--- src/logic/imm_settings.svh ---
`ifndef IMM_SETTINGS_SVH
`define IMM_SETTINGS_SVH

// Data word width.
`define IMM_XLEN 32

// Serial cycles per instruction, one immediate bit each.
`define IMM_CNT_LEN 32

// 1 lets the register addresses share the immediate shift registers.
`define IMM_SHARED_REGS 1

`endif

--- src/logic/imm_pkg.sv ---
`include "imm_settings.svh"

package imm_pkg;

   // Immediate format class, decoded from opcode and funct3.
   typedef enum logic [2:0] {
      FMT_I,
      FMT_S,
      FMT_U,
      FMT_CSR,
      FMT_NONE
   } imm_fmt_e;

   typedef enum logic [1:0] {
      IDLE,
      COUNT,
      DONE
   } seq_state_e;

   // Decoder control word, driven by the sequencer every cycle.
   typedef struct packed {
      logic       load;       // Capture instruction fields.
      logic       cnt_en;     // Serial count cycle.
      logic       cnt_done;   // Last count cycle.
      logic [3:0] shift_en;   // 3 imm30_25, 2 imm24_20, 1 imm19_12_20, 0 imm11_7.
      logic [3:0] sel;        // 3 hi fill sign, 2 mid fill sign, 1 zero out, 0 rd out.
      logic       csr_imm;    // Zero-extended CSR immediate.
   } immdec_ctrl_t;

   typedef struct packed {
      logic [4:0] rd;
      logic [4:0] rs1;
      logic [4:0] rs2;
   } reg_addr_t;

   typedef struct packed {
      logic [`IMM_XLEN-1:0] value;
      imm_fmt_e             fmt;
   } imm_result_t;

endpackage

--- src/logic/imm_sequencer.sv ---
`timescale 1ns/1ns
`include "imm_settings.svh"

module imm_sequencer (
   input  logic                    i_clk,
   input  logic                    i_rst,
   input  logic                    i_valid,
   input  logic [`IMM_XLEN-1:0]    i_instr,
   output imm_pkg::immdec_ctrl_t   o_ctrl,
   output logic [`IMM_XLEN-1:7]    o_wb_rdt,
   output imm_pkg::imm_fmt_e       o_fmt,
   output logic                    o_csr_sel,
   output logic                    o_finish,
   output logic                    o_busy
);

   localparam int CNT_W = $clog2(`IMM_CNT_LEN);
   localparam int U_LOW = 12;   // Zero bits below a U-type immediate.

   typedef enum logic [4:0] {
      OP_LOAD   = 5'b00000,
      OP_IMM    = 5'b00100,
      OP_AUIPC  = 5'b00101,
      OP_STORE  = 5'b01000,
      OP_LUI    = 5'b01101,
      OP_BRANCH = 5'b11000,
      OP_JALR   = 5'b11001,
      OP_JAL    = 5'b11011,
      OP_SYSTEM = 5'b11100
   } opcode_e;

   imm_pkg::seq_state_e state;
   imm_pkg::imm_fmt_e   fmt_in;
   imm_pkg::imm_fmt_e   fmt_q;
   opcode_e             opcode;
   logic [CNT_W-1:0]    cnt;
   logic                accept;
   logic                cnt_done;

   assign opcode   = opcode_e'(i_instr[6:2]);
   assign accept   = i_valid && (state == imm_pkg::IDLE);
   assign cnt_done = (state == imm_pkg::COUNT) && (cnt == CNT_W'(`IMM_CNT_LEN - 1));

   always_comb begin
      case (opcode)
         OP_LOAD, OP_IMM, OP_JALR: fmt_in = imm_pkg::FMT_I;
         OP_STORE:                 fmt_in = imm_pkg::FMT_S;
         OP_LUI, OP_AUIPC:         fmt_in = imm_pkg::FMT_U;
         OP_SYSTEM:                fmt_in = i_instr[14] ? imm_pkg::FMT_CSR : imm_pkg::FMT_I;
         OP_BRANCH, OP_JAL:        fmt_in = imm_pkg::FMT_NONE;
         default:                  fmt_in = imm_pkg::FMT_NONE;
      endcase
   end

   always_ff @(posedge i_clk) begin
      if (i_rst) begin
         state <= imm_pkg::IDLE;
         cnt   <= '0;
         fmt_q <= imm_pkg::FMT_NONE;
      end else begin
         case (state)
            imm_pkg::IDLE: begin
               if (i_valid) begin
                  state <= imm_pkg::COUNT;
                  cnt   <= '0;
                  fmt_q <= fmt_in;
               end
            end
            imm_pkg::COUNT: begin
               cnt <= cnt + 1'b1;   // Wraps to zero after the last bit.
               if (cnt_done) begin
                  state <= imm_pkg::DONE;
               end
            end
            default: state <= imm_pkg::IDLE;
         endcase
      end
   end

   // Shift chains per format. I and S run imm30_25 into the output register with
   // sign fill. U rotates the whole ring for the twelve zero cycles, which brings
   // bit 12 to the output just as the zero window ends.
   always_comb begin
      o_ctrl          = '0;
      o_ctrl.load     = accept && (fmt_in != imm_pkg::FMT_NONE);
      o_ctrl.cnt_en   = (state == imm_pkg::COUNT);
      o_ctrl.cnt_done = cnt_done;
      o_ctrl.csr_imm  = accept ? (fmt_in == imm_pkg::FMT_CSR) : (fmt_q == imm_pkg::FMT_CSR);
      if (state == imm_pkg::COUNT) begin
         case (fmt_q)
            imm_pkg::FMT_I: begin
               o_ctrl.shift_en = 4'b1100;
               o_ctrl.sel      = 4'b0100;
            end
            imm_pkg::FMT_S: begin
               o_ctrl.shift_en = 4'b1001;
               o_ctrl.sel      = 4'b0101;
            end
            imm_pkg::FMT_U: begin
               o_ctrl.shift_en = 4'b1110;
               o_ctrl.sel      = {2'b00, cnt < CNT_W'(U_LOW), 1'b0};
            end
            imm_pkg::FMT_CSR: begin
               o_ctrl.shift_en = 4'b0010;   // Sign is clear, so zeros follow.
               o_ctrl.sel      = 4'b1000;
            end
            default: begin
               o_ctrl.shift_en = 4'b0000;
               o_ctrl.sel      = 4'b0000;
            end
         endcase
      end
   end

   assign o_wb_rdt  = i_instr[`IMM_XLEN-1:7];
   assign o_fmt     = fmt_q;
   assign o_csr_sel = (fmt_q == imm_pkg::FMT_CSR);
   assign o_finish  = cnt_done && (fmt_q != imm_pkg::FMT_NONE);
   assign o_busy    = (state != imm_pkg::IDLE);

   a_done_after_accept: assert property (@(posedge i_clk) disable iff (i_rst)
      cnt_done |-> $past(accept, `IMM_CNT_LEN));

endmodule

--- src/logic/serial_immdec.sv ---
`timescale 1ns/1ns

module serial_immdec #(
   parameter int SHARED_RFADDR_IMM_REGS = 1
) (
   input  logic                  i_clk,
   input  imm_pkg::immdec_ctrl_t i_ctrl,
   input  logic [31:7]           i_wb_rdt,
   output imm_pkg::reg_addr_t    o_addr,
   output logic                  o_imm,
   output logic                  o_csr_imm
);

   logic       signbit;
   logic [8:0] imm19_12_20;   // Bits 19:12, then bit 20 at the bottom.
   logic [5:0] imm30_25;
   logic [4:0] imm24_20;
   logic [4:0] imm11_7;
   logic       fill_hi;
   logic       fill_mid;

   assign fill_hi  = i_ctrl.sel[3] ? signbit : imm24_20[0];
   assign fill_mid = i_ctrl.sel[2] ? signbit : imm19_12_20[0];

   always_ff @(posedge i_clk) begin
      if (i_ctrl.load) begin
         signbit     <= i_wb_rdt[31] & ~i_ctrl.csr_imm;   // CSR immediates never sign-extend.
         imm19_12_20 <= {i_wb_rdt[19:12], i_wb_rdt[20]};
         imm30_25    <= i_wb_rdt[30:25];
         imm24_20    <= i_wb_rdt[24:20];
         imm11_7     <= i_wb_rdt[11:7];
      end else if (i_ctrl.cnt_en) begin
         if (i_ctrl.shift_en[1]) begin
            imm19_12_20 <= {fill_hi, imm19_12_20[8:1]};
         end
         if (i_ctrl.shift_en[3]) begin
            imm30_25 <= {fill_mid, imm30_25[5:1]};
         end
         if (i_ctrl.shift_en[2]) begin
            imm24_20 <= {imm30_25[0], imm24_20[4:1]};
         end
         if (i_ctrl.shift_en[0]) begin
            imm11_7 <= {imm30_25[0], imm11_7[4:1]};
         end
      end
   end

   generate
      if (SHARED_RFADDR_IMM_REGS != 0) begin : g_shared
         // Valid only until the first shift.
         assign o_addr = '{
            rd:  imm11_7,
            rs1: imm19_12_20[8:4],
            rs2: imm24_20
         };
      end else begin : g_split
         imm_pkg::reg_addr_t addr_q;

         always_ff @(posedge i_clk) begin
            if (i_ctrl.load) begin
               addr_q <= '{
                  rd:  i_wb_rdt[11:7],
                  rs1: i_wb_rdt[19:15],
                  rs2: i_wb_rdt[24:20]
               };
            end
         end

         assign o_addr = addr_q;
      end
   endgenerate

   assign o_csr_imm = imm19_12_20[4];
   assign o_imm     = i_ctrl.cnt_done ? signbit :
                      i_ctrl.sel[1]   ? 1'b0 :
                      i_ctrl.sel[0]   ? imm11_7[0] : imm24_20[0];

   a_done_in_count: assert property (@(posedge i_clk)
      i_ctrl.cnt_done |-> i_ctrl.cnt_en);

endmodule

--- src/logic/imm_collector.sv ---
`timescale 1ns/1ns
`include "imm_settings.svh"

module imm_collector (
   input  logic                 i_clk,
   input  logic                 i_rst,
   input  logic                 i_shift,
   input  logic                 i_csr_sel,
   input  logic                 i_imm,
   input  logic                 i_csr_imm,
   input  imm_pkg::imm_fmt_e    i_fmt,
   input  logic                 i_finish,
   output imm_pkg::imm_result_t o_result,
   output logic                 o_valid
);

   logic [`IMM_XLEN-1:0] shreg;
   logic                 bit_in;

   // The CSR stream runs to zero on its own after its five bits.
   assign bit_in = i_csr_sel ? i_csr_imm : i_imm;

   always_ff @(posedge i_clk) begin
      if (i_shift) begin
         shreg <= {bit_in, shreg[`IMM_XLEN-1:1]};   // LSB first.
      end
      if (i_finish) begin
         o_result.value <= {bit_in, shreg[`IMM_XLEN-1:1]};   // Includes the final bit.
         o_result.fmt   <= i_fmt;
      end
   end

   always_ff @(posedge i_clk) begin
      if (i_rst) begin
         o_valid <= 1'b0;
      end else begin
         o_valid <= i_finish;
      end
   end

   a_single_pulse: assert property (@(posedge i_clk) disable iff (i_rst)
      o_valid |=> !o_valid);

endmodule

--- src/logic/serial_imm_unit.sv ---
`timescale 1ns/1ns
`include "imm_settings.svh"

module serial_imm_unit (
   input  logic                 i_clk,
   input  logic                 i_rst,
   input  logic                 i_valid,
   input  logic [`IMM_XLEN-1:0] i_instr,
   output logic                 o_busy,
   output imm_pkg::reg_addr_t   o_addr,
   output imm_pkg::imm_result_t o_result,
   output logic                 o_result_valid
);

   imm_pkg::immdec_ctrl_t ctrl;
   imm_pkg::imm_fmt_e     fmt;
   logic [`IMM_XLEN-1:7]  wb_rdt;
   logic                  csr_sel;
   logic                  finish;
   logic                  imm;
   logic                  csr_imm;

   imm_sequencer u_sequencer (
      .i_clk     (i_clk),
      .i_rst     (i_rst),
      .i_valid   (i_valid),
      .i_instr   (i_instr),
      .o_ctrl    (ctrl),
      .o_wb_rdt  (wb_rdt),
      .o_fmt     (fmt),
      .o_csr_sel (csr_sel),
      .o_finish  (finish),
      .o_busy    (o_busy)
   );

   serial_immdec #(
      .SHARED_RFADDR_IMM_REGS (`IMM_SHARED_REGS)
   ) u_immdec (
      .i_clk     (i_clk),
      .i_ctrl    (ctrl),
      .i_wb_rdt  (wb_rdt),
      .o_addr    (o_addr),
      .o_imm     (imm),
      .o_csr_imm (csr_imm)
   );

   imm_collector u_collector (
      .i_clk     (i_clk),
      .i_rst     (i_rst),
      .i_shift   (ctrl.cnt_en),   // One bit per count cycle.
      .i_csr_sel (csr_sel),
      .i_imm     (imm),
      .i_csr_imm (csr_imm),
      .i_fmt     (fmt),
      .i_finish  (finish),
      .o_result  (o_result),
      .o_valid   (o_result_valid)
   );

endmodule

--- config.mk ---
export PLATFORM = sky130hd
export DESIGN_NAME = serial_imm_unit
export DESIGN_NICKNAME = d
export VERILOG_FILES = /design/src/logic/imm_pkg.sv /design/src/logic/imm_sequencer.sv /design/src/logic/serial_immdec.sv /design/src/logic/imm_collector.sv /design/src/logic/serial_imm_unit.sv
export VERILOG_INCLUDE_DIRS = /design/src /design/src/logic
export SDC_FILE = /design/constraint.sdc
export NUM_CORES = 1
export LEC_CHECK = 0
export ABC_AREA = 1
export BUFFER_PORTS_ARGS = -buffer_cell sky130_fd_sc_hd__buf_2
export CORE_MARGIN = 1
export CORE_UTILIZATION = 55
export DETAILED_ROUTE_END_ITERATION = 12
export HOLD_SLACK_MARGIN = 0.05
export PLACE_DENSITY = 0.8
export SLEW_MARGIN = 20
export SYNTH_ARGS = -nofsm -noshare
export SYNTH_HDL_FRONTEND = slang
export SYNTH_SLANG_ARGS = --single-unit
--- constraint.sdc ---
create_clock -name i_clk -period 4.9 [get_ports i_clk]
set_clock_uncertainty 0.1 [all_clocks]
set_input_delay 1.47 -clock i_clk [delete_from_list [all_inputs] [get_ports i_clk]]
set_output_delay 1.47 -clock i_clk [all_outputs]
set_load 0.1 [all_outputs]
==> impl_metrics.py, run 1 <==
metrics = {
    "floorplan": {
        "die_w_um": 86.6,
        "die_h_um": 86.6,
        "initial_utilization_pct": 57.3,
        "io-pin-count": 87,
        "row_count": 30,
        "die_area_mm2": 0.00750,
        "core_mm2": 0.00687,
    },
    "sta": {
        "worst_pin_slew_ps": 1060,
        "finalSetupViolations": 0,
        "finalSetupTns_ps": 0,
        "relSlewSlack_pct": 28.8,
        "fin_crit_ps": 3130,
        "min_period_over_period_pct": 63.9,
        "max_freq_mhz": 319,
        "slew_violations": 0,
        "final.setup.worst_slack_ps": 1770,
        "hold_violations": 0,
        "grt_setup_unrepaired": "false",
    },
    "yosys": {
        "synth-seq-cells": 103,
        "yosysWarnings": 0,
        "synthAdderAreaFrac_pct": 0.636,
        "synth_compound_area_share_pct": 3.27,
        "synth_seq_area_share_pct": 75.8,
        "yosys.area_share.simple_pct": 15.6,
        "synth_area_leader_cell": "edfxtp_1",
        "yosysUniqueCellTypes": 27,
        "synth_top_family_by_area": "simple AND/OR/NAND/NOR gates",
        "yosysTopAreaCellShare_pct": 70.2,
        "synth_nets": 339,
        "ys_top_cells_by_area": "edfxtp_1 (70%), nand2_1 (7.2%), dfxtp_1 (5.6%)",
        "syn_inst": 302,
        "syn_avg_cell_area_um2": 13.0,
        "synth.cell_area_mm2": 0.00394,
        "synthXorXnorAreaFrac_pct": 0,
        "yosys-mux-area-fraction_pct": 0,
    },
    "cells_and_area": {
        "syn2layout_area_growth_pct": 17.2,
        "final_cell_mix": "edfxtp_1 (92), buf_2 (84), nand2_1 (75), nand3_1 (33), inv_1 (21)",
        "finalNetCount": 421,
        "fin_util_pct": 67.2,
        "antenna_cells": 0,
        "layout_commonest_cell": "edfxtp_1",
        "final_cells": 485,
        "drive_above_1_share_pct": 30.3,
    },
    "worst_hold_path": {
        "holdPathStages": 0,
        "whs_endpoint": "u_collector.o_result[3]$_DFFE_PP_",
        "worstHoldStart": "u_collector.shreg[1]$_DFFE_PP_",
        "hold_class": "reg -> reg",
    },
    "drt": {
        "num_vias": 2427,
        "drc": 0,
        "drt_iter0_drc": 138,
        "dr.pass1.iters": 4,
        "routed_via_density": 5.00,
        "routed_wl_mm": 6.34,
        "wire_per_inst_um": 13.1,
        "ant_nets": 0,
    },
    "global_route": {
        "antenna_found_initial": 0,
        "overflow": 0,
        "grt_pass1_vias": 2178,
        "grt_pass1_wl_mm": 10.1,
        "grt.total_usage_pct": 18.2,
        "grt_start_max_net_pins": 43,
    },
    "placed_design": {
        "gp_congestion": 0.834,
        "pre_cts_ws_ps": 1380,
        "dp_hpwl_mm": 4.36,
        "portBuffers": 84,
        "placed_cells": 469,
    },
    "clock_tree": {
        "cts_resized": 0,
        "worstSkewPairLatency_ps": 360,
        "cts_max_path_buffers": 2,
        "clk_pin_slew_ps": 100,
        "htree_levels": 3,
        "post_cts.repair.setup_buffers": 0,
        "cts_buffers": 9,
        "cts_num_sinks": 103,
        "hold_buffers": 0,
        "cts_root_buf": "clkbuf_8",
        "tritoncts": "done",
    },
    "status": {
        "status": "completed",
    },
    "power_and_ir_drop": {
        "p_comb_share_pct": 7.7,
        "power_leakage_nw": 1.86,
        "p_clk_share_pct": 32.4,
        "power_density_mw_per_mm2": 364,
        "seq_power_share_pct": 59.9,
        "power_switching_mw": 0.409,
        "intPower_mw": 1.27,
        "vdd_drop_max_mv": 0.175,
        "swShare_pct": 24.4,
    },
    "critical_path": {
        "cp.required_ps": 4790,
        "crit_type": "in -> reg",
        "endpoint_kind": "flop",
        "worst_ep_arrival_time_ps": 3030,
        "r2r_slack_ps": 2070,
        "cp-start-kind": "primary input",
        "rr_startpoint": "u_sequencer.state[0]$_SDFFE_PP0P_",
        "r2r-end": "u_collector.o_result[29]$_DFFE_PP_",
        "rr_worst_depth": 4,
        "path_max_fanout": 29,
    },
    "flow_run": {
        "max_cap_viol_count": 0,
    },
}
per-layer routing:
layer | part of all wire [%] | vias up | GRT usage (%) | wire length [um]
li1 | - | 1208 | - | -
met1 | 45 | 1141 | 24.8 | 2860
met5 | 0 | - | 0 | 0
met3 | 5.1 | 6 | 4.38 | 324
met2 | 49 | 72 | 27.7 | 3090
met4 | 1.1 | 0 | 9.24 | 72
worst max path at each step:
| stage | from | endpoint | slack [ps] |
|---|---|---|---|
| after global routing | i_instr[4] | u_immdec.imm11_7[4]$_DFFE_PP_ | 1590 |
| final | i_instr[3] | u_immdec.imm24_20[0]$_DFFE_PP_ | 1770 |
| after CTS | i_instr[3] | u_immdec.imm24_20[2]$_DFFE_PP_ | 1770 |
| after floorplan | u_sequencer.cnt[0]$_SDFFE_PP0P_ | u_collector.o_result[0]$_DFFE_PP_ | 1920 |
| after detailed placement | i_instr[3] | u_immdec.imm24_20[3]$_DFFE_PP_ | 1380 |
| after global placement | i_instr[3] | u_immdec.imm24_20[2]$_DFFE_PP_ | 1420 |
synthesized netlist by cell type:
library cell,count
nor3_1,3
nand2_4,1
o31ai_1,2
buf_6,1
edfxtp_1,92
o21a_1,1
nand2_1,75
o21ai_2,1
buf_4,5
o21bai_1,1
buf_2,5
a21oi_1,7
ha_1,2
clkbuf_1,3
a31oi_1,1
nor2_2,4
dfxtp_1,11
buf_12,1
a31o_2,1
nand4_1,2
nand3_1,33
o211ai_1,2
nor2_1,15
nor2_4,1
nand2_2,6
o21ai_0,5
inv_1,21
registers in the layout, indices dropped and copies added (netlist names), 3 cells and up:
register and flops:
u_sequencer.cnt 5, u_immdec.imm11_7 5, u_immdec.imm19_12_20 9, u_collector.shreg 31, u_immdec.imm30_25 6, u_collector.o_result 35
u_immdec.imm24_20 5, u_sequencer.o_fmt 3
power by group through the flow:
stage / combinational [mW] / clock (mW) / sequential, mW
after floorplan: 0.0749 / 0 / 1.04
final: 0.128 / 0.544 / 1.01
after global routing: 0.141 / 0.589 / 1.01
after CTS: 0.129 / 0.552 / 1.01
after global placement: 0.126 / 0 / 1.02
after detailed placement: 0.129 / 0 / 1.03
logic make-up after synthesis:
group / after synthesis
fa+ha+maj: 2
simple gates: 140
flops: 103
buf+inv: 36
compound gates: 21
worst max-delay path, cell delays in order:
cell and delay (ps):
buf_2 120, nor2_2 150, nand2_1 110, nor2_4 120, nor2_2 70, nand2_4 210, nand2_2 400, o31ai_1 360
final cells by class:
| class | count | area (um2) |
|---|---|---|
| clock buffer | 9 | 124 |
| clock inverter | 7 | 87.6 |
| fill | 491 | 2260 |
| inverter | 21 | 78.8 |
| multi-input combinational | 163 | 785 |
| sequential | 103 | 2980 |
| tap | 96 | 120 |
| timing repair buffer | 86 | 435 |
through the flow:
stage / power (mW) / cell area (um2) / hold WS, ps
after floorplan: 1.12 / 3940 / 300
after global placement: 1.15 / 4400 / 303
after detailed placement: 1.15 / 4400 / 307
after CTS: 1.69 / 4610 / 330
after global routing: 1.74 / 4610 / 353
final: 1.68 / 4610 / 332
No activity file was read; power rests on OpenSTA's default activity.
==> run 2: changes to the inputs <==
--- a/config.mk
+++ b/config.mk
@@ -9,10 +9,10 @@
 export ABC_AREA = 1
 export BUFFER_PORTS_ARGS = -buffer_cell sky130_fd_sc_hd__buf_2
 export CORE_MARGIN = 1
-export CORE_UTILIZATION = 55
+export CORE_UTILIZATION = 48
 export DETAILED_ROUTE_END_ITERATION = 12
 export HOLD_SLACK_MARGIN = 0.05
-export PLACE_DENSITY = 0.8
+export PLACE_DENSITY = 0.74
 export SLEW_MARGIN = 20
 export SYNTH_ARGS = -nofsm -noshare
 export SYNTH_HDL_FRONTEND = slang
==> constraint.sdc (replaced) <==
create_clock -name i_clk -period 2.53 [get_ports i_clk]
set_clock_uncertainty 0.1 [all_clocks]
set_input_delay 0.759 -clock i_clk [delete_from_list [all_inputs] [get_ports i_clk]]
set_output_delay 0.759 -clock i_clk [all_outputs]
set_load 0.1 [all_outputs]
==> impl_metrics.py, run 2 (synthesized netlist as in run 1, its figures left out) <==
metrics = {
    "flow_run": {
        "max_cap_viol_count": 0,
    },
    "cells_and_area": {
        "final_cell_mix": "edfxtp_1 (92), buf_2 (84), nand2_1 (75), nand3_1 (33), inv_1 (21)",
        "regMostFlops": "u_collector.o_result",
        "drive_above_1_share_pct": 30.8,
        "largest_reg_flops": 35,
        "finalNetCount": 425,
        "largestRegisters": "u_collector.o_result (35), u_collector.shreg (31), u_immdec.imm19_12_20 (9)",
        "layout_commonest_cell": "edfxtp_1",
        "syn2layout_area_growth_pct": 17.6,
        "final_cells": 495,
        "antenna_cells": 0,
        "fill_cells": 659,
    },
    "placed_design": {
        "gp_congestion": 0.811,
        "portBuffers": 84,
        "dp_hpwl_mm": 4.66,
        "placed_cells": 479,
        "pre_cts_ws_ps": 285,
    },
    "floorplan": {
        "die_w_um": 92.6,
        "core_mm2": 0.00785,
        "row_count": 32,
        "io-pin-count": 87,
        "initial_utilization_pct": 50.2,
        "die_area_mm2": 0.00857,
        "die_h_um": 92.6,
    },
    "power_and_ir_drop": {
        "power_density_mw_per_mm2": 677,
        "power_leakage_nw": 1.87,
        "vdd_drop_max_mv": 0.269,
    },
    "clock_tree": {
        "post_cts.repair.setup_buffers": 0,
        "cts_buffers": 9,
        "cts_num_sinks": 103,
        "cts_max_path_buffers": 2,
        "cts_root_buf": "clkbuf_8",
        "htree_levels": 3,
        "tritoncts": "done",
        "clk_pin_slew_ps": 100,
        "worstSkewPairLatency_ps": 360,
        "cts_resized": 0,
        "hold_buffers": 0,
    },
    "sta": {
        "slew_violations": 0,
        "finalSetupViolations": 0,
        "final.setup.worst_slack_ps": 348,
        "max_freq_mhz": 458,
        "fin_crit_ps": 2180,
        "grt_setup_unrepaired": "false",
        "hold_violations": 0,
        "min_period_over_period_pct": 86.2,
        "finalSetupTns_ps": 0,
        "worst_pin_slew_ps": 785,
        "relSlewSlack_pct": 47.2,
    },
    "drt": {
        "drt_iter0_drc": 141,
        "num_vias": 2432,
        "ant_nets": 0,
        "routed_wl_mm": 6.76,
        "wire_per_inst_um": 13.6,
        "routed_via_density": 4.91,
        "drc": 0,
        "dr.pass1.iters": 4,
    },
    "critical_path": {
        "worst_ep_arrival_time_ps": 1320,
        "cp.required_ps": 1670,
        "path_max_fanout": 2,
        "crit_path_start": "u_sequencer.state[1]$_SDFFE_PP0P_",
        "max_stage_delay_ps": 420,
        "crit_type": "reg -> out",
        "rr_startpoint": "u_sequencer.cnt[0]$_SDFFE_PP0P_",
        "crit_path_top_delay_cell": "buf_2",
        "path_cells": "inv_1 -> nand2_1 -> buf_2",
        "endpoint_kind": "output pin",
        "cp-start-kind": "flop",
    },
    "global_route": {
        "grt_pass1_wl_mm": 10.8,
        "grt_pass1_vias": 2287,
        "antenna_found_initial": 0,
        "grt_start_max_net_pins": 42,
        "grt.total_usage_pct": 16.8,
        "overflow": 0,
    },
    "worst_hold_path": {
        "worstHoldStart": "u_collector.shreg[1]$_DFFE_PP_",
        "hold_class": "reg -> reg",
    },
    "status": {
        "status": "completed",
    },
}
run 2: power by group:
group          total [mW]  switching (mW)  internal [mW]  leakage, nW
registers            1.95          0.0296           1.92        0.935
clock network       0.933           0.564          0.369       0.0924
logic               0.253           0.191         0.0622        0.845
run 2: cell type report:
cell class              count  area [um2]  area share [%]
flip-flops and latches    103        2980            64.4
multi-input cells         163         785            17.0
repair buffers             90         478            10.3
well taps                 102         128            2.76
clock buffers               9         124            2.68
inverters                  21        78.8            1.70
clock inverters             7        52.6            1.14
run 2: per-stage QoR:
| step | cell area, um2 | util (%) | power, mW | hold WS, ps |
|---|---|---|---|---|
| floorplan | 3940 | - | 2.17 | 300 |
| global placement | 4450 | 56.7 | 2.23 | 303 |
| detailed placement | 4450 | 56.7 | 2.24 | 306 |
| CTS | 4630 | 59.0 | 3.16 | 328 |
| global route | 4630 | 59.0 | 3.25 | 343 |
| finish | 4630 | 59.0 | 3.13 | 330 |
run 2: path summary, 6_finish.rpt:
check | to | slack [ps] | cells after the start
max | o_busy | 350 | 3
min | u_collector.o_result[3]$_DFFE_PP_ | 330 | 0
min reg2reg | u_collector.o_result[3]$_DFFE_PP_ | 330 | 0
max reg2reg | u_collector.o_result[30]$_DFFE_PP_ | 530 | 7
run 2: critical path, delay by kind of cell, from the launching register on:
family / cells / cell delay (ps)
buffers and inverters: 2 / 490
AND/OR/NAND/NOR: 1 / 70
flip-flops: 1 / 400
run 2: routing by layer:
| layer | share of wire, % | vias up | GRT usage (%) | wire, um |
|---|---|---|---|---|
| met2 | 47 | 64 | 25.4 | 3140 |
| met5 | 0 | - | 0 | 0 |
| met3 | 5.2 | 9 | 5.34 | 349 |
| met4 | 1.4 | 0 | 6.64 | 97 |
| met1 | 47 | 1146 | 22.5 | 3160 |
| li1 | - | 1213 | - | - |
==> run 3: changes to the inputs <==
--- a/config.mk
+++ b/config.mk
@@ -9,10 +9,10 @@
 export ABC_AREA = 1
 export BUFFER_PORTS_ARGS = -buffer_cell sky130_fd_sc_hd__buf_2
 export CORE_MARGIN = 1
-export CORE_UTILIZATION = 48
+export CORE_UTILIZATION = 55
 export DETAILED_ROUTE_END_ITERATION = 12
 export HOLD_SLACK_MARGIN = 0.05
-export PLACE_DENSITY = 0.74
+export PLACE_DENSITY = 0.8
 export SLEW_MARGIN = 20
 export SYNTH_ARGS = -nofsm -noshare
 export SYNTH_HDL_FRONTEND = slang
==> constraint.sdc (replaced) <==
create_clock -name i_clk -period 2.8 [get_ports i_clk]
set_clock_uncertainty 0.1 [all_clocks]
set_input_delay 0.84 -clock i_clk [delete_from_list [all_inputs] [get_ports i_clk]]
set_output_delay 0.84 -clock i_clk [all_outputs]
set_load 0.1 [all_outputs]
==> impl_metrics.py, run 3 (synthesized netlist as in run 1, its figures left out) <==
metrics = {
    "status": {
        "status": "completed",
    },
    "drt": {
        "routed_wl_mm": 6.38,
        "routed_via_density": 5.05,
        "dr.pass1.iters": 4,
        "wire_per_inst_um": 13.0,
        "num_vias": 2468,
        "drc": 0,
        "ant_nets": 0,
        "drt_iter0_drc": 138,
    },
    "clock_tree": {
        "cts_root_buf": "clkbuf_8",
        "hold_buffers": 0,
        "tritoncts": "done",
        "cts_num_sinks": 103,
        "worstSkewPairLatency_ps": 360,
        "cts_buffers": 9,
        "clk_pin_slew_ps": 90,
        "post_cts.repair.setup_buffers": 0,
        "cts_max_path_buffers": 2,
        "htree_levels": 3,
        "cts_resized": 0,
    },
    "cells_and_area": {
        "regMostFlops": "u_collector.o_result",
        "finalNetCount": 425,
        "largestRegisters": "u_collector.o_result (35), u_collector.shreg (31), u_immdec.imm19_12_20 (9)",
        "final_cell_mix": "edfxtp_1 (92), buf_2 (84), nand2_1 (75), nand3_1 (33), inv_1 (21)",
        "fin_util_pct": 67.1,
        "antenna_cells": 0,
        "layout_commonest_cell": "edfxtp_1",
        "largest_reg_flops": 35,
        "syn2layout_area_growth_pct": 17.1,
        "drive_above_1_share_pct": 31.0,
    },
    "sta": {
        "finalSetupTns_ps": 0,
        "fin_crit_ps": 2230,
        "slew_violations": 0,
        "hold_violations": 0,
        "finalSetupViolations": 0,
        "grt_setup_unrepaired": "false",
        "max_freq_mhz": 449,
        "min_period_over_period_pct": 79.6,
        "worst_pin_slew_ps": 861,
        "relSlewSlack_pct": 42.1,
    },
    "placed_design": {
        "portBuffers": 84,
        "gp_congestion": 0.844,
        "dp_hpwl_mm": 4.46,
    },
    "worst_hold_path": {
        "worstHoldStart": "u_collector.shreg[1]$_DFFE_PP_",
        "hold_class": "reg -> reg",
        "holdPathStages": 0,
        "whs_endpoint": "u_collector.o_result[3]$_DFFE_PP_",
    },
    "critical_path": {
        "path_max_fanout": 2,
        "path_delay_family": "buffers and inverters",
        "max_stage_delay_ps": 430,
        "endpoint_kind": "output pin",
        "cp-start-kind": "flop",
        "r2r-end": "u_collector.o_result[2]$_DFFE_PP_",
        "r2r_slack_ps": 660,
        "rr_startpoint": "u_sequencer.cnt[0]$_SDFFE_PP0P_",
        "path_cells": "inv_1 -> nand2_1 -> buf_2",
        "rr_worst_depth": 7,
        "cp.required_ps": 1860,
        "crit_type": "reg -> out",
        "crit_buf_inv": 2,
        "worst_ep_arrival_time_ps": 1290,
        "crit_path_top_delay_cell": "buf_2",
    },
    "power_and_ir_drop": {
        "seq_power_share_pct": 62.7,
        "p_comb_share_pct": 8.2,
        "power_switching_mw": 0.688,
        "power_leakage_nw": 1.87,
        "power_density_mw_per_mm2": 609,
        "intPower_mw": 2.12,
        "vdd_drop_max_mv": 0.255,
        "swShare_pct": 24.5,
        "total_power_mw": 2.81,
        "p_clk_share_pct": 29.2,
    },
    "floorplan": {
        "die_h_um": 86.6,
        "row_count": 30,
        "die_w_um": 86.6,
        "core_mm2": 0.00687,
        "initial_utilization_pct": 57.3,
        "io-pin-count": 87,
        "die_area_mm2": 0.00750,
    },
    "global_route": {
        "grt_start_max_net_pins": 36,
        "grt_pass1_wl_mm": 10.2,
        "antenna_found_initial": 0,
        "grt.total_usage_pct": 18.4,
        "overflow": 0,
        "grt_pass1_vias": 2306,
    },
    "flow_run": {
        "max_cap_viol_count": 0,
    },
}
run 3: worst max path at each step:
stage	start	endpoint	slack, ps	cells past startpoint
3_3_place_gp	i_instr[3]	u_immdec.imm24_20[4]$_DFFE_PP_	350	8
4_1_cts	u_sequencer.state[1]$_SDFFE_PP0P_	o_busy	560	3
2_1_floorplan	u_sequencer.cnt[0]$_SDFFE_PP0P_	u_collector.o_result[0]$_DFFE_PP_	390	6
3_5_place_dp	i_instr[3]	u_immdec.imm24_20[3]$_DFFE_PP_	310	8
5_1_grt	u_sequencer.state[1]$_SDFFE_PP0P_	o_busy	500	3
6_report	u_sequencer.state[1]$_SDFFE_PP0P_	o_busy	570	3
run 3: worst register-to-register path, delay by kind of cell, from the launching register on:
family | cells | cell delay [ps]
flops | 1 | 420
simple gates | 3 | 400
buf+inv | 2 | 410
fa+ha+maj | 2 | 440
run 3: power groups by stage:
| stage | clock network, mW | registers (mW) | logic (mW) |
|---|---|---|---|
| 2_1_floorplan | 0 | 1.83 | 0.131 |
| 5_1_grt | 0.887 | 1.77 | 0.249 |
| 3_5_place_dp | 0 | 1.79 | 0.230 |
| 3_3_place_gp | 0 | 1.79 | 0.224 |
| 4_1_cts | 0.838 | 1.76 | 0.229 |
| 6_report | 0.820 | 1.76 | 0.229 |
run 3: stage by stage:
stage	hold WS [ps]	area, um2	setup slack (ps)	std cells
detailed placement	305	4430	312	473
floorplan	300	3940	388	302
finish	326	4610	572	489
CTS	321	4610	557	489
global route	337	4610	504	489
global placement	305	4430	354	473
run 3: area by class of cell:
type | instances | area, um2
clock buffers | 9 | 124
clock inverters | 7 | 55.1
fillers | 503 | 2260
inverters | 21 | 78.8
multi-input cells | 163 | 785
flip-flops and latches | 103 | 2980
well taps | 96 | 120
repair buffers | 90 | 465
run 3: metal layers:
layer / wire (um) / up-vias / track usage (%)
met5: 0 / - / 0
met4: 100 / 0 / 8.03
met3: 237 / 10 / 4.29
met2: 3130 / 61 / 31.2
met1: 2920 / 1181 / 22.7
li1: - / 1216 / -
